<file path="config.mk">
export PLATFORM = sky130hd
export DESIGN_NAME = lvda_top
export DESIGN_NICKNAME = d
export VERILOG_FILES = /design/src/common/lvda_pkg.sv /design/src/decode/pio_decode.sv /design/src/execute/buffer_regs.sv /design/src/execute/interrupt_regs.sv /design/src/execute/discrete_sampler.sv /design/src/logic/pio_result.sv /design/src/logic/lvda_top.sv
export SDC_FILE = /design/constraint.sdc
export NUM_CORES = 1
export LEC_CHECK = 0
export BUFFER_PORTS_ARGS = -buffer_cell sky130_fd_sc_hd__buf_4
export CORE_AREA = 2 2 126 128
export DETAILED_ROUTE_END_ITERATION = 16
export DIE_AREA = 0 0 128 130
export PLACE_DENSITY = 0.78
export SLEW_MARGIN = 0
export SYNTH_ARGS = -nofsm -noshare
export SYNTH_HDL_FRONTEND = slang
export SYNTH_SLANG_ARGS = --single-unit
</file>
<file path="constraint.sdc">
create_clock -name sim_clk -period 2.26 [get_ports sim_clk]
set_input_delay 0.113 -clock sim_clk [delete_from_list [all_inputs] [get_ports sim_clk]]
set_output_delay 0.113 -clock sim_clk [all_outputs]
set_load 0.01 [all_outputs]
</file>
<file path="src/common/lvda_pkg.sv">
package lvda_pkg;

    // ##############################
    // Widths
    // ##############################

    localparam int ADDR_W = 9;    // Processor I/O address word
    localparam int DATA_W = 26;   // Computer data word and the BRD line count
    localparam int INTR_N = 7;    // Interrupt lines
    localparam int DIN_N  = 24;   // Discrete input channels

    localparam int IDX_W  = 5;    // Bit index and channel field width
    localparam int SPAN_W = 3;    // Sample span field width

    // ##############################
    // Address word
    // ##############################

    typedef enum logic [2:0] {
        BUF_LOAD      = 3'd0,
        BUF_SET_BIT   = 3'd1,
        BUF_CLR_BIT   = 3'd2,
        BUF_READ      = 3'd3,
        INT_MASK_LOAD = 3'd4,
        INT_CLEAR     = 3'd5,
        INT_READ      = 3'd6,
        RESERVED      = 3'd7
    } pio_op_e;

    // Register commands act on the buffer or the interrupt unit
    typedef struct packed {
        logic             space;        // 0 in this view
        pio_op_e          op;
        logic [IDX_W-1:0] bit_index;
    } pio_reg_view_t;

    // Sample commands read a window of discrete channels
    typedef struct packed {
        logic              space;       // 1 in this view
        logic [SPAN_W-1:0] span;        // Window width minus one
        logic [IDX_W-1:0]  channel;     // Lowest channel of the window
    } pio_sample_view_t;

    typedef union packed {
        pio_reg_view_t    regs;
        pio_sample_view_t sample;
    } pio_addr_u;

    // ##############################
    // Pipeline
    // ##############################

    typedef struct packed {
        logic              valid;
        logic              is_sample;
        pio_op_e           op;
        logic [IDX_W-1:0]  bit_index;
        logic [IDX_W-1:0]  channel;
        logic [SPAN_W-1:0] span;
        logic [DATA_W-1:0] wdata;
        logic              error;
    } pio_cmd_t;

    // Reply word of one execute unit that stays zero while the unit is not answering
    typedef logic [DATA_W-1:0] unit_reply_t;

endpackage

</file>
<file path="src/decode/pio_decode.sv">
module pio_decode #(
    parameter int ADDR_W = lvda_pkg::ADDR_W,
    parameter int DATA_W = lvda_pkg::DATA_W
) (
    input  logic                sim_clk,
    input  logic                reset,
    input  logic                pio_strobe,
    input  logic [ADDR_W-1:0]   pio_addr,
    input  logic [DATA_W-1:0]   pio_wdata,
    output lvda_pkg::pio_cmd_t  pio_cmd
);

    lvda_pkg::pio_addr_u addr_word;
    lvda_pkg::pio_cmd_t  cmd_d;

    assign addr_word = pio_addr;

    always_comb begin
        cmd_d           = '0;
        cmd_d.valid     = pio_strobe;
        cmd_d.is_sample = addr_word.sample.space;
        cmd_d.wdata     = pio_wdata;
        if (addr_word.sample.space) begin
            // The op field has no meaning in the sample view and stays at BUF_LOAD
            cmd_d.op      = lvda_pkg::BUF_LOAD;
            cmd_d.span    = addr_word.sample.span;
            cmd_d.channel = addr_word.sample.channel;
        end else begin
            cmd_d.op        = addr_word.regs.op;
            cmd_d.bit_index = addr_word.regs.bit_index;
            case (addr_word.regs.op)
                lvda_pkg::RESERVED: cmd_d.error = 1'b1;
                lvda_pkg::BUF_SET_BIT,
                lvda_pkg::BUF_CLR_BIT: cmd_d.error = (addr_word.regs.bit_index >= DATA_W);
                default: cmd_d.error = 1'b0;
            endcase
        end
    end

    // One registered command per strobe
    always_ff @(posedge sim_clk) begin
        if (reset) begin
            pio_cmd <= '0;
        end else begin
            pio_cmd <= cmd_d;
        end
    end

    a_reserved_error : assert property (
        @(posedge sim_clk) disable iff (reset)
        pio_strobe && !addr_word.regs.space && addr_word.regs.op == lvda_pkg::RESERVED
        |=> pio_cmd.valid && pio_cmd.error
    ) else $error("RESERVED op reached the execute stage without its error flag");

endmodule

</file>
<file path="src/execute/buffer_regs.sv">
module buffer_regs #(
    parameter int DATA_W = lvda_pkg::DATA_W
) (
    input  logic                  sim_clk,
    input  logic                  reset,
    input  lvda_pkg::pio_cmd_t    pio_cmd,
    output logic [DATA_W-1:0]     brd,
    output lvda_pkg::unit_reply_t buf_reply
);

    logic              reg_cmd;
    logic              buf_write;
    logic              buf_read;
    logic [DATA_W-1:0] bit_mask;

    // Erroneous commands never reach the buffer
    assign reg_cmd  = pio_cmd.valid && !pio_cmd.is_sample && !pio_cmd.error;
    assign buf_read = reg_cmd && pio_cmd.op == lvda_pkg::BUF_READ;
    assign bit_mask = DATA_W'(1) << pio_cmd.bit_index;

    always_comb begin
        case (pio_cmd.op)
            lvda_pkg::BUF_LOAD,
            lvda_pkg::BUF_SET_BIT,
            lvda_pkg::BUF_CLR_BIT: buf_write = reg_cmd;
            default:               buf_write = 1'b0;
        endcase
    end

    // ##############################
    // Output buffer
    // ##############################

    always_ff @(posedge sim_clk) begin
        if (reset) begin
            brd <= '0;
        end else if (buf_write) begin
            case (pio_cmd.op)
                lvda_pkg::BUF_SET_BIT: brd <= brd | bit_mask;
                lvda_pkg::BUF_CLR_BIT: brd <= brd & ~bit_mask;
                default:               brd <= pio_cmd.wdata;   // BUF_LOAD
            endcase
        end
    end

    // Read returns the buffer as it stood before this command
    always_ff @(posedge sim_clk) begin
        if (reset) begin
            buf_reply <= '0;
        end else begin
            buf_reply <= buf_read ? brd : '0;
        end
    end

    a_brd_stable : assert property (
        @(posedge sim_clk) disable iff (reset)
        !$past(reset) && !$past(buf_write) |-> $stable(brd)
    ) else $error("brd changed without a buffer write command");

endmodule

</file>
<file path="src/execute/interrupt_regs.sv">
module interrupt_regs (
    input  logic                          sim_clk,
    input  logic                          reset,
    input  logic [lvda_pkg::INTR_N-1:0]   intr,
    input  lvda_pkg::pio_cmd_t            pio_cmd,
    output logic                          intc,
    output lvda_pkg::unit_reply_t         int_reply
);

    localparam int N = lvda_pkg::INTR_N;

    logic [N-1:0] intr_meta;
    logic [N-1:0] intr_sync;
    logic [N-1:0] intr_last;   // Previous synced level for edge detection
    logic [N-1:0] intr_rise;
    logic [N-1:0] pending;
    logic [N-1:0] mask;        // 1 blocks the line
    logic [N-1:0] clear_bits;
    logic         reg_cmd;

    assign reg_cmd   = pio_cmd.valid && !pio_cmd.is_sample && !pio_cmd.error;
    assign intr_rise = intr_sync & ~intr_last;

    always_comb begin
        clear_bits = '0;
        if (reg_cmd && pio_cmd.op == lvda_pkg::INT_CLEAR) begin
            clear_bits = pio_cmd.wdata[N-1:0];
        end
    end

    // ##############################
    // Synchronizer and edge detect
    // ##############################

    always_ff @(posedge sim_clk) begin
        if (reset) begin
            intr_meta <= '0;
            intr_sync <= '0;
            intr_last <= '0;
        end else begin
            intr_meta <= intr;
            intr_sync <= intr_meta;
            intr_last <= intr_sync;
        end
    end

    // ##############################
    // Pending, mask and request
    // ##############################

    always_ff @(posedge sim_clk) begin
        if (reset) begin
            pending   <= '0;
            mask      <= '0;
            intc      <= 1'b0;
            int_reply <= '0;
        end else begin
            pending <= (pending & ~clear_bits) | intr_rise;  // A new edge beats the clear
            if (reg_cmd && pio_cmd.op == lvda_pkg::INT_MASK_LOAD) begin
                mask <= pio_cmd.wdata[N-1:0];
            end
            intc <= |(pending & ~mask);
            if (reg_cmd && pio_cmd.op == lvda_pkg::INT_READ) begin
                int_reply <= lvda_pkg::unit_reply_t'(pending);
            end else begin
                int_reply <= '0;
            end
        end
    end

    a_intc_masked : assert property (
        @(posedge sim_clk) disable iff (reset)
        (pending & ~mask) == '0 |=> !intc
    ) else $error("intc raised while every pending line was masked");

endmodule

</file>
<file path="src/execute/discrete_sampler.sv">
module discrete_sampler (
    input  logic                         sim_clk,
    input  logic                         reset,
    input  logic [lvda_pkg::DIN_N-1:0]   din,
    input  lvda_pkg::pio_cmd_t           pio_cmd,
    output lvda_pkg::unit_reply_t        sample_reply
);

    localparam int WIN_W = 1 << lvda_pkg::SPAN_W;   // Widest window of 8 channels

    logic [lvda_pkg::DIN_N-1:0] din_meta;
    logic [lvda_pkg::DIN_N-1:0] din_sync;
    logic [lvda_pkg::DIN_N-1:0] shifted;
    logic [WIN_W-1:0]           window_mask;
    logic                       sample_cmd;

    assign sample_cmd = pio_cmd.valid && pio_cmd.is_sample && !pio_cmd.error;

    // Channels past the top of the vector shift in as zero
    assign shifted     = din_sync >> pio_cmd.channel;
    assign window_mask = ~({WIN_W{1'b1}} << (pio_cmd.span + 1));

    always_ff @(posedge sim_clk) begin
        if (reset) begin
            din_meta <= '0;
            din_sync <= '0;
        end else begin
            din_meta <= din;
            din_sync <= din_meta;
        end
    end

    always_ff @(posedge sim_clk) begin
        if (reset) begin
            sample_reply <= '0;
        end else if (sample_cmd) begin
            sample_reply <= lvda_pkg::unit_reply_t'(shifted[WIN_W-1:0] & window_mask);
        end else begin
            sample_reply <= '0;
        end
    end

endmodule

</file>
<file path="src/logic/pio_result.sv">
module pio_result #(
    parameter int DATA_W = lvda_pkg::DATA_W
) (
    input  logic                  sim_clk,
    input  logic                  reset,
    input  lvda_pkg::pio_cmd_t    pio_cmd,
    input  lvda_pkg::unit_reply_t buf_reply,
    input  lvda_pkg::unit_reply_t int_reply,
    input  lvda_pkg::unit_reply_t sample_reply,
    output logic                  data_valid,
    output logic [DATA_W-1:0]     rdata,
    output logic                  error
);

    logic valid_q;   // Command flags aligned with the unit replies
    logic error_q;

    always_ff @(posedge sim_clk) begin
        if (reset) begin
            valid_q    <= 1'b0;
            error_q    <= 1'b0;
            data_valid <= 1'b0;
            error      <= 1'b0;
            rdata      <= '0;
        end else begin
            valid_q    <= pio_cmd.valid;
            error_q    <= pio_cmd.valid && pio_cmd.error;
            data_valid <= valid_q;
            error      <= error_q;
            rdata      <= buf_reply | int_reply | sample_reply;  // Idle units answer zero
        end
    end

    a_one_reply : assert property (
        @(posedge sim_clk) disable iff (reset)
        $onehot0({buf_reply != '0, int_reply != '0, sample_reply != '0})
    ) else $error("More than one execute unit answered in the same cycle");

endmodule

</file>
<file path="src/logic/lvda_top.sv">
module lvda_top #(
    parameter int ADDR_W = lvda_pkg::ADDR_W,
    parameter int DATA_W = lvda_pkg::DATA_W
) (
    input  logic                          sim_clk,
    input  logic                          reset,
    input  logic                          pio_strobe,
    input  lvda_pkg::pio_addr_u           pio_addr,
    input  logic [DATA_W-1:0]             pio_wdata,
    input  logic [lvda_pkg::DIN_N-1:0]    din,
    input  logic [lvda_pkg::INTR_N-1:0]   intr,
    output logic [DATA_W-1:0]             brd,
    output logic                          intc,
    output logic                          data_valid,
    output logic [DATA_W-1:0]             rdata,
    output logic                          error
);

    lvda_pkg::pio_cmd_t    pio_cmd;
    lvda_pkg::unit_reply_t buf_reply;
    lvda_pkg::unit_reply_t int_reply;
    lvda_pkg::unit_reply_t sample_reply;

    pio_decode #(
        .ADDR_W (ADDR_W),
        .DATA_W (DATA_W)
    ) u_decode (
        .sim_clk    (sim_clk),
        .reset      (reset),
        .pio_strobe (pio_strobe),
        .pio_addr   (pio_addr),
        .pio_wdata  (pio_wdata),
        .pio_cmd    (pio_cmd)
    );

    buffer_regs #(.DATA_W(DATA_W)) u_buffer (
        .sim_clk   (sim_clk),
        .reset     (reset),
        .pio_cmd   (pio_cmd),
        .brd       (brd),
        .buf_reply (buf_reply)
    );

    interrupt_regs u_interrupt (
        .sim_clk   (sim_clk),
        .reset     (reset),
        .intr      (intr),
        .pio_cmd   (pio_cmd),
        .intc      (intc),
        .int_reply (int_reply)
    );

    discrete_sampler u_sampler (
        .sim_clk      (sim_clk),
        .reset        (reset),
        .din          (din),
        .pio_cmd      (pio_cmd),
        .sample_reply (sample_reply)
    );

    pio_result #(.DATA_W(DATA_W)) u_result (
        .sim_clk      (sim_clk),
        .reset        (reset),
        .pio_cmd      (pio_cmd),
        .buf_reply    (buf_reply),
        .int_reply    (int_reply),
        .sample_reply (sample_reply),
        .data_valid   (data_valid),
        .rdata        (rdata),
        .error        (error)
    );

endmodule

</file>
==> Yosys cells after proc, flatten, opt, wreduce, memory -nomap -nowiden <==
Index checks and enable logic that the tools add are counted.
{ "op_classes": {"bitwise_logic": 18, "shift": 3, "n_addsub": 1, "muxes": 4, "reduce_logical": 20, "n_eq_ne": 9, "order_cmp": 1} }
{ "op_table": {"columns": ["op", "n"], "rows": [
  ["26-bit bitwise OR", 3],
  ["26-bit one-hot mux with 2 select lines", 1],
  ["8-bit by 32-bit << shifter with 8-bit output, first input constant", 1],
  ["26-bit AND", 1],
  ["26-bit NOT", 1],
  ["1-bit by 5-bit << shifter with 26-bit output, first input constant", 1],
  ["24-bit by 5-bit >> shifter with 8-bit output", 1],
  ["7-bit AND", 3],
  ["7-bit NOT", 3],
  ["3-bit == test, second input constant", 4],
  ["2-bit OR reduction", 6],
  ["3-bit by 2-bit == test with 1-bit output, second input constant", 3],
  ["1-bit logical AND", 9],
  ["8-bit AND", 1],
  ["8-bit NOT", 1],
  ["7-bit two-way mux", 1],
  ["7-bit bitwise OR", 1],
  ["7-bit OR reduction", 1],
  ["3-bit by 1-bit == test with 1-bit output, second input constant", 2],
  ["5-bit greater-or-equal comparator, second input constant", 1],
  ["3-bit by 1-bit adder with 4-bit output, second input constant", 1],
  ["1-bit NOT", 4],
  ["3-bit zero test", 1],
  ["3-bit OR reduction", 1],
  ["other kinds (3)", 4]
]} }
{ "word_totals": {"register_bits": 263, "out_inout_bits": 55, "input_bits": 69} }

==> Depth between registers and ports, before layout <==
Gate-level depths: netlist of the first run.
{ "logic_depth": {"depth_word": 8, "mapped_depth": 8, "depth_no_buf": 5} }

==> Cells and area by module <==
From an unflattened synthesis of the first run, not the netlist that was laid out.
{ "unflattened": {"hier_cells": 893, "hier_area_um2": 9180.1} }
{ "modules_own_cells": {"columns": ["module", "n_inst", "cells_per_inst", "area_per_inst_um2", "seq_area_each_um2"], "rows": [
  ["discrete_sampler", 1, 269, 3004.1, 1121.1],
  ["buffer_regs", 1, 274, 2386.0, 1041.0],
  ["interrupt_regs", 1, 162, 1646.6, 860.8],
  ["pio_decode", 1, 99, 1256.2, 900.9],
  ["pio_result", 1, 89, 887.1, 600.6]
]} }

==> Least setup slack after synthesis of the first run <==
Ideal clock, no wire load.
{ "synth_path": {"path_type": "flip-flop to flip-flop", "startpoint": "register, netlist name u_decode.pio_cmd[31]", "endpoint": "register u_sampler.sample_reply[3]", "stages_incl_launch_ff": 7, "synth_period_minus_slack_ns": 1.731, "path_buffers": 2, "required_time_ns": 2.139, "path_slack_ns": 0.529, "arrival_ns": 1.610, "cell_sequence": "dfxtp_1 buf_4 buf_6 mux2_2 mux4_2 o221ai_1 a21oi_1"} }
{ "synth_via": {"elab_chain_cells": 2} }
{ "synth_rtl": {"columns": ["item", "line", "text"], "rows": [
  ["24-bit by 5-bit >> shifter with 8-bit output", "discrete_sampler.sv:20", "assign shifted = din_sync >> pio_cmd.channel;"],
  ["8-bit AND", "discrete_sampler.sv:37", "sample_reply <= lvda_pkg::unit_reply_t'(shifted[WIN_W-1:0] & window_mask);"],
  ["end signal, assigned", "discrete_sampler.sv:37", null],
  ["end, declared", "discrete_sampler.sv:6", "output lvda_pkg::unit_reply_t sample_reply"]
]} }
Every way passes these cells.
A chain may end at the register's enable or synchronous reset.

==> Worst setup path in the final report of the first run <==
{ "layout_path": {"startpoint": "register, netlist name u_decode.pio_cmd[42]", "endpoint": "register u_buffer.brd[16]"} }
{ "layout_via": {"elab_chain_cells": 3, "word_cells_on_any_way": 6, "classes_between": "eq/ne: 2; mux: 2; reduce/logical: 2"} }
{ "layout_rtl": {"columns": ["item", "line", "text"], "rows": [
  ["3-bit by 1-bit == test with 1-bit output (tied with other cells)", "buffer_regs.sv:22, buffer_regs.sv:38", null],
  ["3-bit OR reduction", "buffer_regs.sv:22", "case (pio_cmd.op)"],
  ["1-bit two-way mux", "buffer_regs.sv:22", null],
  ["end signal, assigned", "buffer_regs.sv:39", "lvda_pkg::BUF_SET_BIT: brd <= brd | bit_mask;"],
  ["end signal, assigned", "buffer_regs.sv:40", "lvda_pkg::BUF_CLR_BIT: brd <= brd & ~bit_mask;"],
  ["end signal, assigned", "buffer_regs.sv:41", "default: brd <= pio_cmd.wdata;"],
  ["end, declared", "buffer_regs.sv:7", "output logic [DATA_W-1:0] brd,"]
]} }
Parallel ways exist; a longest one is shown, timed or not.

==> run summary, run 1 <==
Run status: completed
Final routed wirelength across all metal layers: 20700 um
Area growth, synth to finish: 29.1%
Post-synthesis net count: 932
H-Tree Depth: 1
Data arrival, critical path: 2.41 ns
Count of mapped cells out of synthesis: 861
Worst setup SP type: flop
Largest cells by area after synthesis: sky130_fd_sc_hd__dfxtp_1 54%, sky130_fd_sc_hd__nor2b_1 9.3%, sky130_fd_sc_hd__o21ai_0 3.9%
Worst ir drop on vdd: 0.514 mV
Commonest non-fill, non-tap cell in the layout: sky130_fd_sc_hd__dfxtp_1
Count of standard-cell rows: 46
GRT overflow: 0
Total Neg Setup Slack: 0 ns
Wire length of the first global-routing pass: 32600 um
Sum of routed wire segments on met1: 9060 um
Width of the chip: 128 um
Area share of the largest cell type after synthesis: 0.536
Mean post-synth cell area: 9.79 um2
Routed vias: 6740
I/O pins: 124
Routed length on met3: 1420 um
Initial antenna violation count: 0
Number of CTS-inserted buffers: 23
Clock Tree Buf Depth: 3
DRC violations left: 0
Xor/xnor cell area share of the yosys netlist: 0
Number of DRC markers after the initial detailed-route iteration: 528
Post-layout minimum cycle time: 2.02 ns
Clock input transition at the sequential cells of the worst setup and hold paths: 0.07 ns
Routability congestion estimate: 0.926
Share of layout cells above drive strength 1: 0.191
Total of endpoints with negative setup slack in the final report: 0
Layout Skew: 0.0210 ns
Vertical die dimension: 130 um
CORE AREA: 15400 um2
Total routing resource utilization after global routing: 0.244
Largest family of logic cells by synthesized area: simple AND/OR/NAND/NOR gates
Transition at the pin with the smallest max-transition slack: 0.803 ns
Half-perimeter wire length after detailed placement: 13500 um
Synth warnings: 0
Buffers inserted during post-CTS setup optimization: 0
Cells resized by post-CTS repair: 0
Peak Freq: 494 MHz
Cell variety after synth: 54
Share of flip-flops with an asynchronous set or reset: 0
Sequential-to-total area share from yosys stat: 0.536
Insertion delay of the later-clocked pin in the worst-skew pair: 0.51 ns
Most area-hungry cell type in the Yosys netlist: sky130_fd_sc_hd__dfxtp_1
Vias per inst: 5.43
Type of the setup path with the least slack: flop to flop
Area enclosed by the die boundary: 16600 um2
Endpoint kind of the worst setup timing path: flop
Number of standard cells in the final layout excluding fillers: 1242
Share of synthesized area spent on multiplexers: 0.0605
Number of buffer cells added on primary ports: 123
Total number of nets in the final design: 1105
Remaining max-slew budget at the tightest pin: 0.465
Max-cap viol count: 0
Worst Path Max Fanout: 26
Top metal layer carrying routed signals: met4
P per Cell Area: 780 nW/um2
Leakage dissipation: 0.00427 uW
CTS tree: built
Post-synthesis cell area: 8430 um2
Tightest Hold Check Type: input port to flop
Initial Utilization: 0.547
Met2 wire len: 9700 um
Simple-gate area share of the yosys netlist: 0.241
Leading cell types in the layout, fill and taps excluded: 226 x sky130_fd_sc_hd__dfxtp_1, 138 x sky130_fd_sc_hd__buf_4, 125 x sky130_fd_sc_hd__nor2b_1
Largest net degree at the start of global routing: 69
Avg WL per Cell: 16.7 um
Pins over their slew limit: 0
Placed cells: 1132
Register-to-register setup slack: 0.24 ns
# clock sinks: 226
Number of enable flip-flop cells after synthesis: 0
Via count of the first global-routing pass: 6521
Number of iterations in the first detailed-routing pass: 7
Commonest register cell after synthesis: sky130_fd_sc_hd__dfxtp_1
Final antenna diode count: 0
RSZ-0062 raised after global routing: false
Clock tree root driver cell: sky130_fd_sc_hd__clkbuf_16
Compound-Gate Fraction of Synth Area: 0.120
#FFs+latches synth: 226
Number of buffers added to fix hold violations after cts: 69
Arithmetic-cell share of the synthesized area counting full adders, half adders and majority gates: 0.00297
Antenna-violating nets left: 0
Number of endpoints with negative hold slack in the final report: 0
WP data required: 2.64 ns
Period utilisation layout: 0.895
[where the power goes]
| part | switching (uW) | internal, uW | total (uW) |
|---|---|---|---|
| clock | 1510 | 2170 | 3670 |
| combinational | 291 | 337 | 628 |
| sequential | 88.9 | 4100 | 4190 |
| total | 1890 | 6610 | 8490 |
[registers in the layout, indices dropped and copies added (netlist names), 8 cells and up]
| name | flops |
|---|---|
| u_result.rdata | 26 |
| u_decode.pio_cmd | 45 |
| u_sampler.sample_reply | 8 |
| u_buffer.brd | 26 |
| u_sampler.din_sync | 24 |
| u_buffer.buf_reply | 26 |
| u_sampler.din_meta | 24 |
[worst paths after layout]
| check | from | end | cells after the start |
|---|---|---|---|
| min | pio_wdata[0] | u_decode.pio_cmd[1]$_SDFF_PP0_ | 3 |
| max | u_decode.pio_cmd[42]$_SDFF_PP0_ | u_buffer.brd[16]$_SDFFE_PP0P_ | 4 |
| max reg2reg | u_decode.pio_cmd[42]$_SDFF_PP0_ | u_buffer.brd[16]$_SDFFE_PP0P_ | 4 |
| min reg2reg | u_interrupt.intr_meta[4]$_SDFF_PP0_ | u_interrupt.intr_sync[4]$_SDFF_PP0_ | 1 |
[synthesized netlist by cell type (2+ instances only)]
cell,count
sky130_fd_sc_hd__a21oi_1,44
sky130_fd_sc_hd__nand2b_1,13
sky130_fd_sc_hd__a222oi_1,3
sky130_fd_sc_hd__or3b_2,5
sky130_fd_sc_hd__mux2i_1,24
sky130_fd_sc_hd__buf_4,5
sky130_fd_sc_hd__o2111ai_1,4
sky130_fd_sc_hd__a21o_1,2
sky130_fd_sc_hd__and4bb_2,2
sky130_fd_sc_hd__clkbuf_1,40
sky130_fd_sc_hd__nor2b_1,125
sky130_fd_sc_hd__or3_1,2
sky130_fd_sc_hd__and3b_1,3
sky130_fd_sc_hd__mux2_2,6
sky130_fd_sc_hd__nand2_1,43
sky130_fd_sc_hd__a22o_1,2
sky130_fd_sc_hd__buf_1,2
sky130_fd_sc_hd__mux4_2,9
sky130_fd_sc_hd__nand3_1,19
sky130_fd_sc_hd__a22oi_1,8
sky130_fd_sc_hd__buf_6,2
sky130_fd_sc_hd__nor2_1,19
sky130_fd_sc_hd__o21ai_0,66
sky130_fd_sc_hd__nor3_1,17
sky130_fd_sc_hd__ha_1,2
sky130_fd_sc_hd__nand3b_1,6
sky130_fd_sc_hd__and3_1,2
sky130_fd_sc_hd__inv_1,16
sky130_fd_sc_hd__buf_2,10
sky130_fd_sc_hd__o211ai_1,2
sky130_fd_sc_hd__nor4bb_1,2
sky130_fd_sc_hd__nor3b_1,6
sky130_fd_sc_hd__nand4_1,4
sky130_fd_sc_hd__a31oi_1,33
sky130_fd_sc_hd__nor4_1,18
sky130_fd_sc_hd__and2_1,52
sky130_fd_sc_hd__dfxtp_1,226
[stage by stage]
stage / total power, uW / util / hold WS [ns] / worst slack (ns) / instance area, um2
finish: 8490 / 0.706 / 0.355 / 0.237 / 10900
global route: 8770 / 0.706 / 0.363 / 0.111 / 10900
CTS: 8530 / 0.706 / 0.338 / 0.234 / 10900
detailed placement: 4800 / 0.613 / 0.327 / 0.233 / 9460
global placement: 4790 / 0.613 / 0.321 / 0.305 / 9460
floorplan: 4570 / - / 0.223 / 0.529 / 8430
[metal layers]
metal / track usage / vias up
li1: - / 3325
met1: 0.320 / 3146
met2: 0.402 / 229
met3: 0.0529 / 40
met4: 0.0886 / 0
met5: 0 / -
[logic make-up after synthesis]
logic type	after synthesis
simple gates	344
buf+inv	76
mux	39
compound gates	174
fa+ha+maj	2
flops	226
[final cells by class]
cell class / instances / area (um2)
Clock inverter: 12 / 116
Timing Repair Buffer: 208 / 1750
Multi-Input combinational cell: 559 / 3580
Fill cell: 1159 / 4540
Inverter: 16 / 60.1
Sequential cell: 226 / 4520
Clock buffer: 29 / 618
Tap cell: 192 / 240
[worst max-delay path: stages (launching register included)]
cell and delay, ns:
sky130_fd_sc_hd__dfxtp_1 0.33, sky130_fd_sc_hd__or4b_1 0.57, sky130_fd_sc_hd__or2_1 0.55, sky130_fd_sc_hd__o21ai_0 0.32, sky130_fd_sc_hd__a31oi_1 0.12
No activity file was read; power rests on OpenSTA's default activity.
==> run 2, diff against run 1 <==
--- a/config.mk
+++ b/config.mk
@@ -10,6 +10,7 @@
 export DETAILED_ROUTE_END_ITERATION = 16
 export DIE_AREA = 0 0 128 130
 export PLACE_DENSITY = 0.78
+export REMOVE_ABC_BUFFERS = 1
 export SLEW_MARGIN = 0
 export SYNTH_ARGS = -nofsm -noshare
 export SYNTH_HDL_FRONTEND = slang
==> constraint.sdc (replaced) <==
create_clock -name sim_clk -period 2.26 [get_ports sim_clk]
set_input_delay 0.113 -clock sim_clk [delete_from_list [all_inputs] [get_ports sim_clk]]
set_output_delay 0.113 -clock sim_clk [all_outputs]
set_load 0.02 [all_outputs]
==> run 2 against run 1 <==
First-iteration DRC count increased by 8.3%. Clock-buffer cell count increased by 1. Critical path depth unchanged. Worst setup slack got worse by 0.082 ns. Sequential cell count unchanged. Non-clock buffer count increased by 7. Register-to-register slack got worse by 0.08 ns. Clock power increased by 2%. Highest routed layer unchanged.
==> run summary, run 2 (synthesized netlist as in run 1, its figures left out) <==
Peak Freq: 475 MHz (was 494 MHz)
Area enclosed by the die boundary: 16600 um2 (unchanged)
Final Cell Area: 11000 um2 (was 10900 um2)
Number of endpoints with negative hold slack in the final report: 0 (unchanged)
H-Tree Depth: 1 (unchanged)
Post-layout minimum cycle time: 2.11 ns (was 2.02 ns)
Cells along the critical path: or4b_1, or2_1, o21ai_0, a31oi_1 (unchanged)
Worst Path Max Fanout: 26 (unchanged)
CTS tree: built (unchanged)
Transition at the pin with the smallest max-transition slack: 0.890 ns (was 0.803 ns)
Number of CTS-inserted buffers: 23 (unchanged)
Routed length on met3: 1620 um (was 1420 um)
Number of DRC markers after the initial detailed-route iteration: 572 (was 528)
Cell class contributing the biggest share of worst-path delay: simple AND/OR/NAND/NOR gates (unchanged)
Insertion delay of the later-clocked pin in the worst-skew pair: 0.51 ns (about the same)
GRT overflow: 0 (unchanged)
Worst ir drop on vdd: 0.611 mV (was 0.514 mV)
Buffers inserted during post-CTS setup optimization: 0 (unchanged)
Top metal layer carrying routed signals: met4 (unchanged)
Routability congestion estimate: 0.947 (was 0.926)
Vias per inst: 5.45 (was 5.43)
Number of buffers added to fix hold violations after cts: 68 (was 69)
Area growth, synth to finish: 30.2% (was 29.1%)
Remaining max-slew budget at the tightest pin: 0.407 (was 0.465)
Final antenna diode count: 0 (unchanged)
Routed vias: 6809 (was 6740)
Via count of the first global-routing pass: 6321 (was 6521)
Count of standard-cell rows: 46 (unchanged)
Total of endpoints with negative setup slack in the final report: 0 (unchanged)
Tightest Hold Check Type: input port to flop (unchanged)
CORE AREA: 15400 um2 (unchanged)
Cells resized by post-CTS repair: 0 (unchanged)
Met2 wire len: 9220 um (was 9700 um)
Number of iterations in the first detailed-routing pass: 6 (was 7)
Longest individual stage delay on the worst path: 0.62 ns (was 0.57 ns)
Layout Skew: 0.0244 ns (was 0.0210 ns)
Most flop-heavy register: u_decode.pio_cmd (unchanged)
Run status: completed (unchanged)
Pins over their slew limit: 0 (unchanged)
Slowest cell on the critical path: sky130_fd_sc_hd__or4b_1 (unchanged)
Clock tree root driver cell: sky130_fd_sc_hd__clkbuf_16 (unchanged)
Antenna-violating nets left: 0 (unchanged)
Clock input transition at the sequential cells of the worst setup and hold paths: 0.06 ns (was 0.07 ns)
P per Cell Area: 783 nW/um2 (was 780 nW/um2)
Endpoint kind of the worst setup timing path: flop (unchanged)
Type of the setup path with the least slack: flop to flop (unchanged)
Initial antenna violation count: 0 (unchanged)
# clock sinks: 226 (unchanged)
Wire length of the first global-routing pass: 32300 um (was 32600 um)
Max-cap viol count: 0 (unchanged)
Largest net degree at the start of global routing: 89 (was 69)
Clock Tree Buf Depth: 3 (unchanged)
Leakage dissipation: 0.00431 uW (was 0.00427 uW)
Half-perimeter wire length after detailed placement: 13100 um (was 13500 um)
Total number of nets in the final design: 1112 (was 1105)
Number of buffer cells added on primary ports: 123 (unchanged)
Avg WL per Cell: 16.1 um (was 16.7 um)
Initial Utilization: 0.547 (unchanged)
WP data required: 2.61 ns (was 2.64 ns)
Max FFs per register: 45 (unchanged)
RSZ-0062 raised after global routing: false (unchanged)
Final routed wirelength across all metal layers: 20100 um (was 20700 um)
DRC violations left: 0 (unchanged)
I/O pins: 124 (unchanged)
Total routing resource utilization after global routing: 0.241 (was 0.244)
Placed inst area: 9530 um2 (was 9460 um2)
Worst setup SP type: flop (unchanged)
Width of the chip: 128 um (unchanged)
Data arrival, critical path: 2.46 ns (was 2.41 ns)
Pwr Total: 8590 uW (was 8490 uW)
Buf+Inv Stages, Crit Path: 0 (unchanged)
Vertical die dimension: 130 um (unchanged)
Commonest non-fill, non-tap cell in the layout: sky130_fd_sc_hd__dfxtp_1 (unchanged)
Sum of routed wire segments on met1: 8740 um (was 9060 um)
Share of layout cells above drive strength 1: 0.199 (was 0.191)
Leading cell types in the layout, fill and taps excluded: 226 x sky130_fd_sc_hd__dfxtp_1, 145 x sky130_fd_sc_hd__buf_4, 125 x sky130_fd_sc_hd__nor2b_1 (was 226 x sky130_fd_sc_hd__dfxtp_1, 138 x sky130_fd_sc_hd__buf_4, 125 x sky130_fd_sc_hd__nor2b_1)
Period utilisation layout: 0.932 (was 0.895)
Number of filler cells placed in the layout: 1147 (was 1159)
Worst hold-check slack: 0.351 ns (was 0.355 ns)
[run 2: cell types whose count changed in the layout (fill, tap and decap cells not counted)]
cell,change
sky130_fd_sc_hd__buf_12,+1
sky130_fd_sc_hd__clkinv_2,-5
sky130_fd_sc_hd__buf_4,+7
sky130_fd_sc_hd__clkinvlp_4,+2
sky130_fd_sc_hd__clkinv_4,+1
sky130_fd_sc_hd__clkbuf_1,-1
sky130_fd_sc_hd__clkbuf_8,+2
sky130_fd_sc_hd__dlygate4sd3_1,-1
sky130_fd_sc_hd__inv_6,+1
[run 2: worst paths after layout]
check | end | from | slack [ns] | cells past startpoint
worst max-delay path | u_buffer.brd[25]$_SDFFE_PP0P_ | u_decode.pio_cmd[42]$_SDFF_PP0_ | 0.15 | 4
worst min-delay path | u_decode.pio_cmd[3]$_SDFF_PP0_ | pio_wdata[2] | 0.35 | 3
worst max register to register | u_buffer.brd[25]$_SDFFE_PP0P_ | u_decode.pio_cmd[42]$_SDFF_PP0_ | 0.15 | 4
worst min register to register | u_result.rdata[21]$_SDFF_PP0_ | u_buffer.buf_reply[21]$_SDFF_PP0_ | 0.42 | 1
[run 2: cell type report]
cell class | count | area (um2) | share of cell area
sequential | 226 | 4520 | 0.412
clock buffer | 30 | 642 | 0.0585
clock inverter | 11 | 124 | 0.0113
timing repair buffer | 215 | 1810 | 0.165
multi-input combinational | 559 | 3580 | 0.326
inverter | 16 | 60.1 | 0.00547
tap | 192 | 240 | 0.0219
[run 2: per-stage QoR]
stage	setup TNS (ns)	setup WS, ns	util	instances
2_1_floorplan	-0.184	-0.0969	-	801
3_3_place_gp	0	0.254	0.618	1140
3_5_place_dp	0	0.185	0.618	1140
4_1_cts	0	0.192	0.712	1249
5_1_grt	0	0.0457	0.712	1249
6_report	0	0.155	0.712	1249
[run 2: worst min-delay path: stages]
cell	delay, ns
sky130_fd_sc_hd__dlygate4sd3_1	0.52
sky130_fd_sc_hd__buf_4	0.09
sky130_fd_sc_hd__nor2b_1	0.10
[run 2: power breakdown]
group | switching, uW | internal (uW)
Sequential | 88.0 | 4100
Combinational | 300 | 346
Clock | 1520 | 2240
Total | 1910 | 6690
[run 2: routing by layer]
metal	GRT usage	vias up
li1	-	3333
met1	0.334	3153
met4	0.0756	0
met2	0.383	283
met3	0.0484	40
met5	0	-
==> run 3, diff against run 2 <==
--- a/config.mk
+++ b/config.mk
@@ -6,12 +6,14 @@
 export NUM_CORES = 1
 export LEC_CHECK = 0
 export BUFFER_PORTS_ARGS = -buffer_cell sky130_fd_sc_hd__buf_4
-export CORE_AREA = 2 2 126 128
+export CORE_AREA = 2 2 130 132
+export CTS_BUF_LIST = sky130_fd_sc_hd__clkbuf_16
 export DETAILED_ROUTE_END_ITERATION = 16
-export DIE_AREA = 0 0 128 130
+export DIE_AREA = 0 0 132 134
 export PLACE_DENSITY = 0.78
 export REMOVE_ABC_BUFFERS = 1
 export SLEW_MARGIN = 0
 export SYNTH_ARGS = -nofsm -noshare
 export SYNTH_HDL_FRONTEND = slang
+export SYNTH_HIERARCHICAL = 1
 export SYNTH_SLANG_ARGS = --single-unit
==> run 3 against run 2 <==
First-iteration DRC count grew 13%. Combinational power rose by 31%. Synthesized cell count up 3.7%. Clock power grew 2%. Critical path depth grew 1. Hold slack worse by 0.21 ns. Final cell count increased by 4.5%. Die area grew 6.3%.
==> run summary, run 3 <==
Run status: completed (unchanged)
Routability congestion estimate: 0.829 (was 0.947)
Share of layout cells above drive strength 1: 0.205 (was 0.199)
Simple-gate area share of the yosys netlist: 0.223 (was 0.241)
Share of flip-flops with an asynchronous set or reset: 0 (unchanged)
Compound-Gate Fraction of Synth Area: 0.107 (was 0.120)
CTS tree: built (unchanged)
Placed inst area: 10100 um2 (was 9530 um2)
Switching Power: 2120 uW (was 1910 uW)
Worst hold-check slack: 0.145 ns (was 0.351 ns)
Post-layout minimum cycle time: 2.06 ns (was 2.11 ns)
Period utilisation layout: 0.911 (was 0.932)
Commonest register cell after synthesis: sky130_fd_sc_hd__dfxtp_1 (unchanged)
Most repeated cell in the gate-level netlist after synthesis: sky130_fd_sc_hd__dfxtp_1 (unchanged)
I/O pins: 124 (unchanged)
Leakage dissipation: 0.00456 uW (was 0.00431 uW)
Number of buffer cells added on primary ports: 123 (unchanged)
Fraction of power spent switching nets: 0.236 (was 0.222)
Sequential-to-total area share from yosys stat: 0.493 (was 0.536)
CORE AREA: 16300 um2 (was 15400 um2)
Placed cells: 1194 (was 1140)
Cell variety after synth: 72 (was 54)
Pins over their slew limit: 0 (unchanged)
Transition at the pin with the smallest max-transition slack: 0.768 ns (was 0.890 ns)
Mean post-synth cell area: 10.3 um2 (was 9.79 um2)
Area enclosed by the die boundary: 17700 um2 (was 16600 um2)
Area growth, synth to finish: 25.9% (was 30.2%)
Final antenna diode count: 0 (unchanged)
Most area-hungry cell type in the Yosys netlist: sky130_fd_sc_hd__dfxtp_1 (unchanged)
Clock Tree Buf Depth: 3 (unchanged)
Largest family of logic cells by synthesized area: simple AND/OR/NAND/NOR gates (unchanged)
Final Cell Area: 11600 um2 (was 11000 um2)
Largest cells by area after synthesis: sky130_fd_sc_hd__dfxtp_1 49%, sky130_fd_sc_hd__nor2b_1 7.4%, sky130_fd_sc_hd__and2_1 3.3% (was sky130_fd_sc_hd__dfxtp_1 54%, sky130_fd_sc_hd__nor2b_1 9.3%, sky130_fd_sc_hd__o21ai_0 3.9%)
Avg WL per Cell: 16.1 um (about the same)
Total routing resource utilization after global routing: 0.236 (was 0.241)
Count of mapped cells out of synthesis: 893 (was 861)
Antenna-violating nets left: 0 (unchanged)
Count of standard-cell rows: 47 (was 46)
Area share of the largest cell type after synthesis: 0.493 (was 0.536)
Number of CTS-inserted buffers: 24 (was 23)
Total Neg Setup Slack: 0 ns (unchanged)
Final routed wirelength across all metal layers: 21100 um (was 20100 um)
Share of synthesized area spent on multiplexers: 0.0953 (was 0.0605)
Clock tree root driver cell: sky130_fd_sc_hd__clkbuf_16 (unchanged)
Leading cell types in the layout, fill and taps excluded: 226 x sky130_fd_sc_hd__dfxtp_1, 141 x sky130_fd_sc_hd__buf_4, 109 x sky130_fd_sc_hd__nor2b_1 (was 226 x sky130_fd_sc_hd__dfxtp_1, 145 x sky130_fd_sc_hd__buf_4, 125 x sky130_fd_sc_hd__nor2b_1)
Internal Power: 6840 uW (was 6690 uW)
Clock input transition at the sequential cells of the worst setup and hold paths: 0.06 ns (about the same)
Vertical die dimension: 134 um (was 130 um)
Xor/xnor cell area share of the yosys netlist: 0 (unchanged)
Total number of nets in the final design: 1140 (was 1112)
H-Tree Depth: 1 (unchanged)
Layout Skew: 0.0186 ns (was 0.0244 ns)
Worst ir drop on vdd: 0.526 mV (was 0.611 mV)
Fraction of power consumed by combinational cells: 0.094 (was 0.075)
Peak Freq: 486 MHz (was 475 MHz)
Wire length of the first global-routing pass: 34200 um (was 32300 um)
Vias per inst: 5.35 (was 5.45)
Insertion delay of the later-clocked pin in the worst-skew pair: 0.51 ns (about the same)
Number of iterations in the first detailed-routing pass: 5 (was 6)
Ranking of synthesized cells by instance count: 226 x sky130_fd_sc_hd__dfxtp_1, 109 x sky130_fd_sc_hd__nor2b_1, 49 x sky130_fd_sc_hd__and2_1 (was 226 x sky130_fd_sc_hd__dfxtp_1, 125 x sky130_fd_sc_hd__nor2b_1, 66 x sky130_fd_sc_hd__o21ai_0)
Sequential fraction of design power: 0.476 (was 0.488)
Half-perimeter wire length after detailed placement: 13600 um (was 13100 um)
GRT overflow: 0 (unchanged)
Buffers inserted during post-CTS setup optimization: 0 (unchanged)
Worst Path Max Fanout: 14 (was 26)
Number of DRC markers after the initial detailed-route iteration: 649 (was 572)
Most flop-heavy register: u_decode/pio_cmd (was u_decode.pio_cmd)
Number of standard cells in the final layout excluding fillers: 1305 (was 1249)
Commonest non-fill, non-tap cell in the layout: sky130_fd_sc_hd__dfxtp_1 (unchanged)
DRC violations left: 0 (unchanged)
Tightest Hold Check Type: input port to flop (unchanged)
Max-cap viol count: 0 (unchanged)
Relative contribution of the clock network to total power: 0.430 (was 0.437)
Number of endpoints with negative hold slack in the final report: 0 (unchanged)
Remaining max-slew budget at the tightest pin: 0.487 (was 0.407)
Post-synthesis cell area: 9180 um2 (was 8430 um2)
WP data required: 2.64 ns (was 2.61 ns)
Initial Utilization: 0.564 (was 0.547)
RSZ-0062 raised after global routing: false (unchanged)
Number of enable flip-flop cells after synthesis: 0 (unchanged)
Type of the setup path with the least slack: flop to flop (unchanged)
Data arrival, critical path: 2.43 ns (was 2.46 ns)
Via count of the first global-routing pass: 6672 (was 6321)
Worst setup SP type: flop (unchanged)
Endpoint kind of the worst setup timing path: flop (unchanged)
Width of the chip: 132 um (was 128 um)
Largest net degree at the start of global routing: 110 (was 89)
Arithmetic-cell share of the synthesized area counting full adders, half adders and majority gates: 0.00545 (was 0.00297)
Routed vias: 6985 (was 6809)
Initial antenna violation count: 0 (unchanged)
# clock sinks: 226 (unchanged)
Total of endpoints with negative setup slack in the final report: 0 (unchanged)
Max FFs per register: 45 (unchanged)
#FFs+latches synth: 226 (unchanged)
P per Cell Area: 775 nW/um2 (was 783 nW/um2)
Synth warnings: 6 (was 0)
==> run 3: stage by stage <==
stage | worst slack, ns | util | total power [uW]
finish | 0.201 | 0.710 | 8960
global route | 0.0370 | 0.710 | 9300
CTS | 0.257 | 0.710 | 9030
detailed placement | 0.279 | 0.620 | 5080
global placement | 0.391 | 0.620 | 5060
floorplan | -0.143 | - | 4720
==> run 3: cells by family (layout without fill, tap and decap cells) <==
family,Yosys count,after routing
adder cells (fa/ha/maj),4,4
multiplexers,57,57
AND/OR/NAND/NOR,344,344
flip-flops,226,226
other,2,37
AO/OA/AOI/OAI,141,141
buffers and inverters,119,276
==> run 3: final cells by class <==
type / count / area, um2
Clock buffer: 25 / 626
Clock inverter: 19 / 168
Fill cell: 1201 / 4730
Inverter: 21 / 78.8
Multi-Input combinational cell: 583 / 4100
Sequential cell: 226 / 4520
Tap cell: 220 / 275
Timing Repair Buffer: 211 / 1790
==> run 3: power by group through the flow <==
stage / Clock [uW] / Sequential (uW) / Combinational (uW)
after floorplan: 0 / 4390 / 327
after CTS: 3940 / 4260 / 831
after global placement: 0 / 4340 / 719
after global routing: 4110 / 4270 / 911
after detailed placement: 0 / 4340 / 734
final: 3850 / 4260 / 844
==> run 3: final timing paths <==
check	from	end	slack [ns]	depth (start not counted)
hold / removal	reset	u_interrupt/intr_sync[1]$_SDFF_PP0_	0.15	3
setup reg to reg	u_decode/pio_cmd[44]$_SDFF_PP0_	u_buffer/brd[9]$_SDFFE_PP0P_	0.20	5
setup / recovery	u_decode/pio_cmd[44]$_SDFF_PP0_	u_buffer/brd[9]$_SDFFE_PP0P_	0.20	5
hold reg to reg	u_interrupt/intr_meta[2]$_SDFF_PP0_	u_interrupt/intr_sync[2]$_SDFF_PP0_	0.43	1
==> run 3: metal layers <==
layer,part of all wire,vias up,GRT usage
met5,0,-,0
met3,0.075,54,0.0401
met4,0.033,0,0.0864
met2,0.46,304,0.383
li1,-,3404,-
met1,0.43,3223,0.321
==> run 3: what timing repair did <==
item | 4_1_cts | 5_1_grt
resized for setup | 0 | 0
setup endpoints to repair | 0 | 0
hold buffers | 67 | 0
hold endpoints to repair | 76 | 0
==> run 3: worst max-delay path: stages (launching register included) <==
cell	delay, ns
sky130_fd_sc_hd__dfxtp_1	0.36
sky130_fd_sc_hd__or3b_4	0.43
sky130_fd_sc_hd__nor3b_2	0.45
sky130_fd_sc_hd__buf_4	0.28
sky130_fd_sc_hd__nor2_1	0.06
sky130_fd_sc_hd__a2111oi_0	0.33
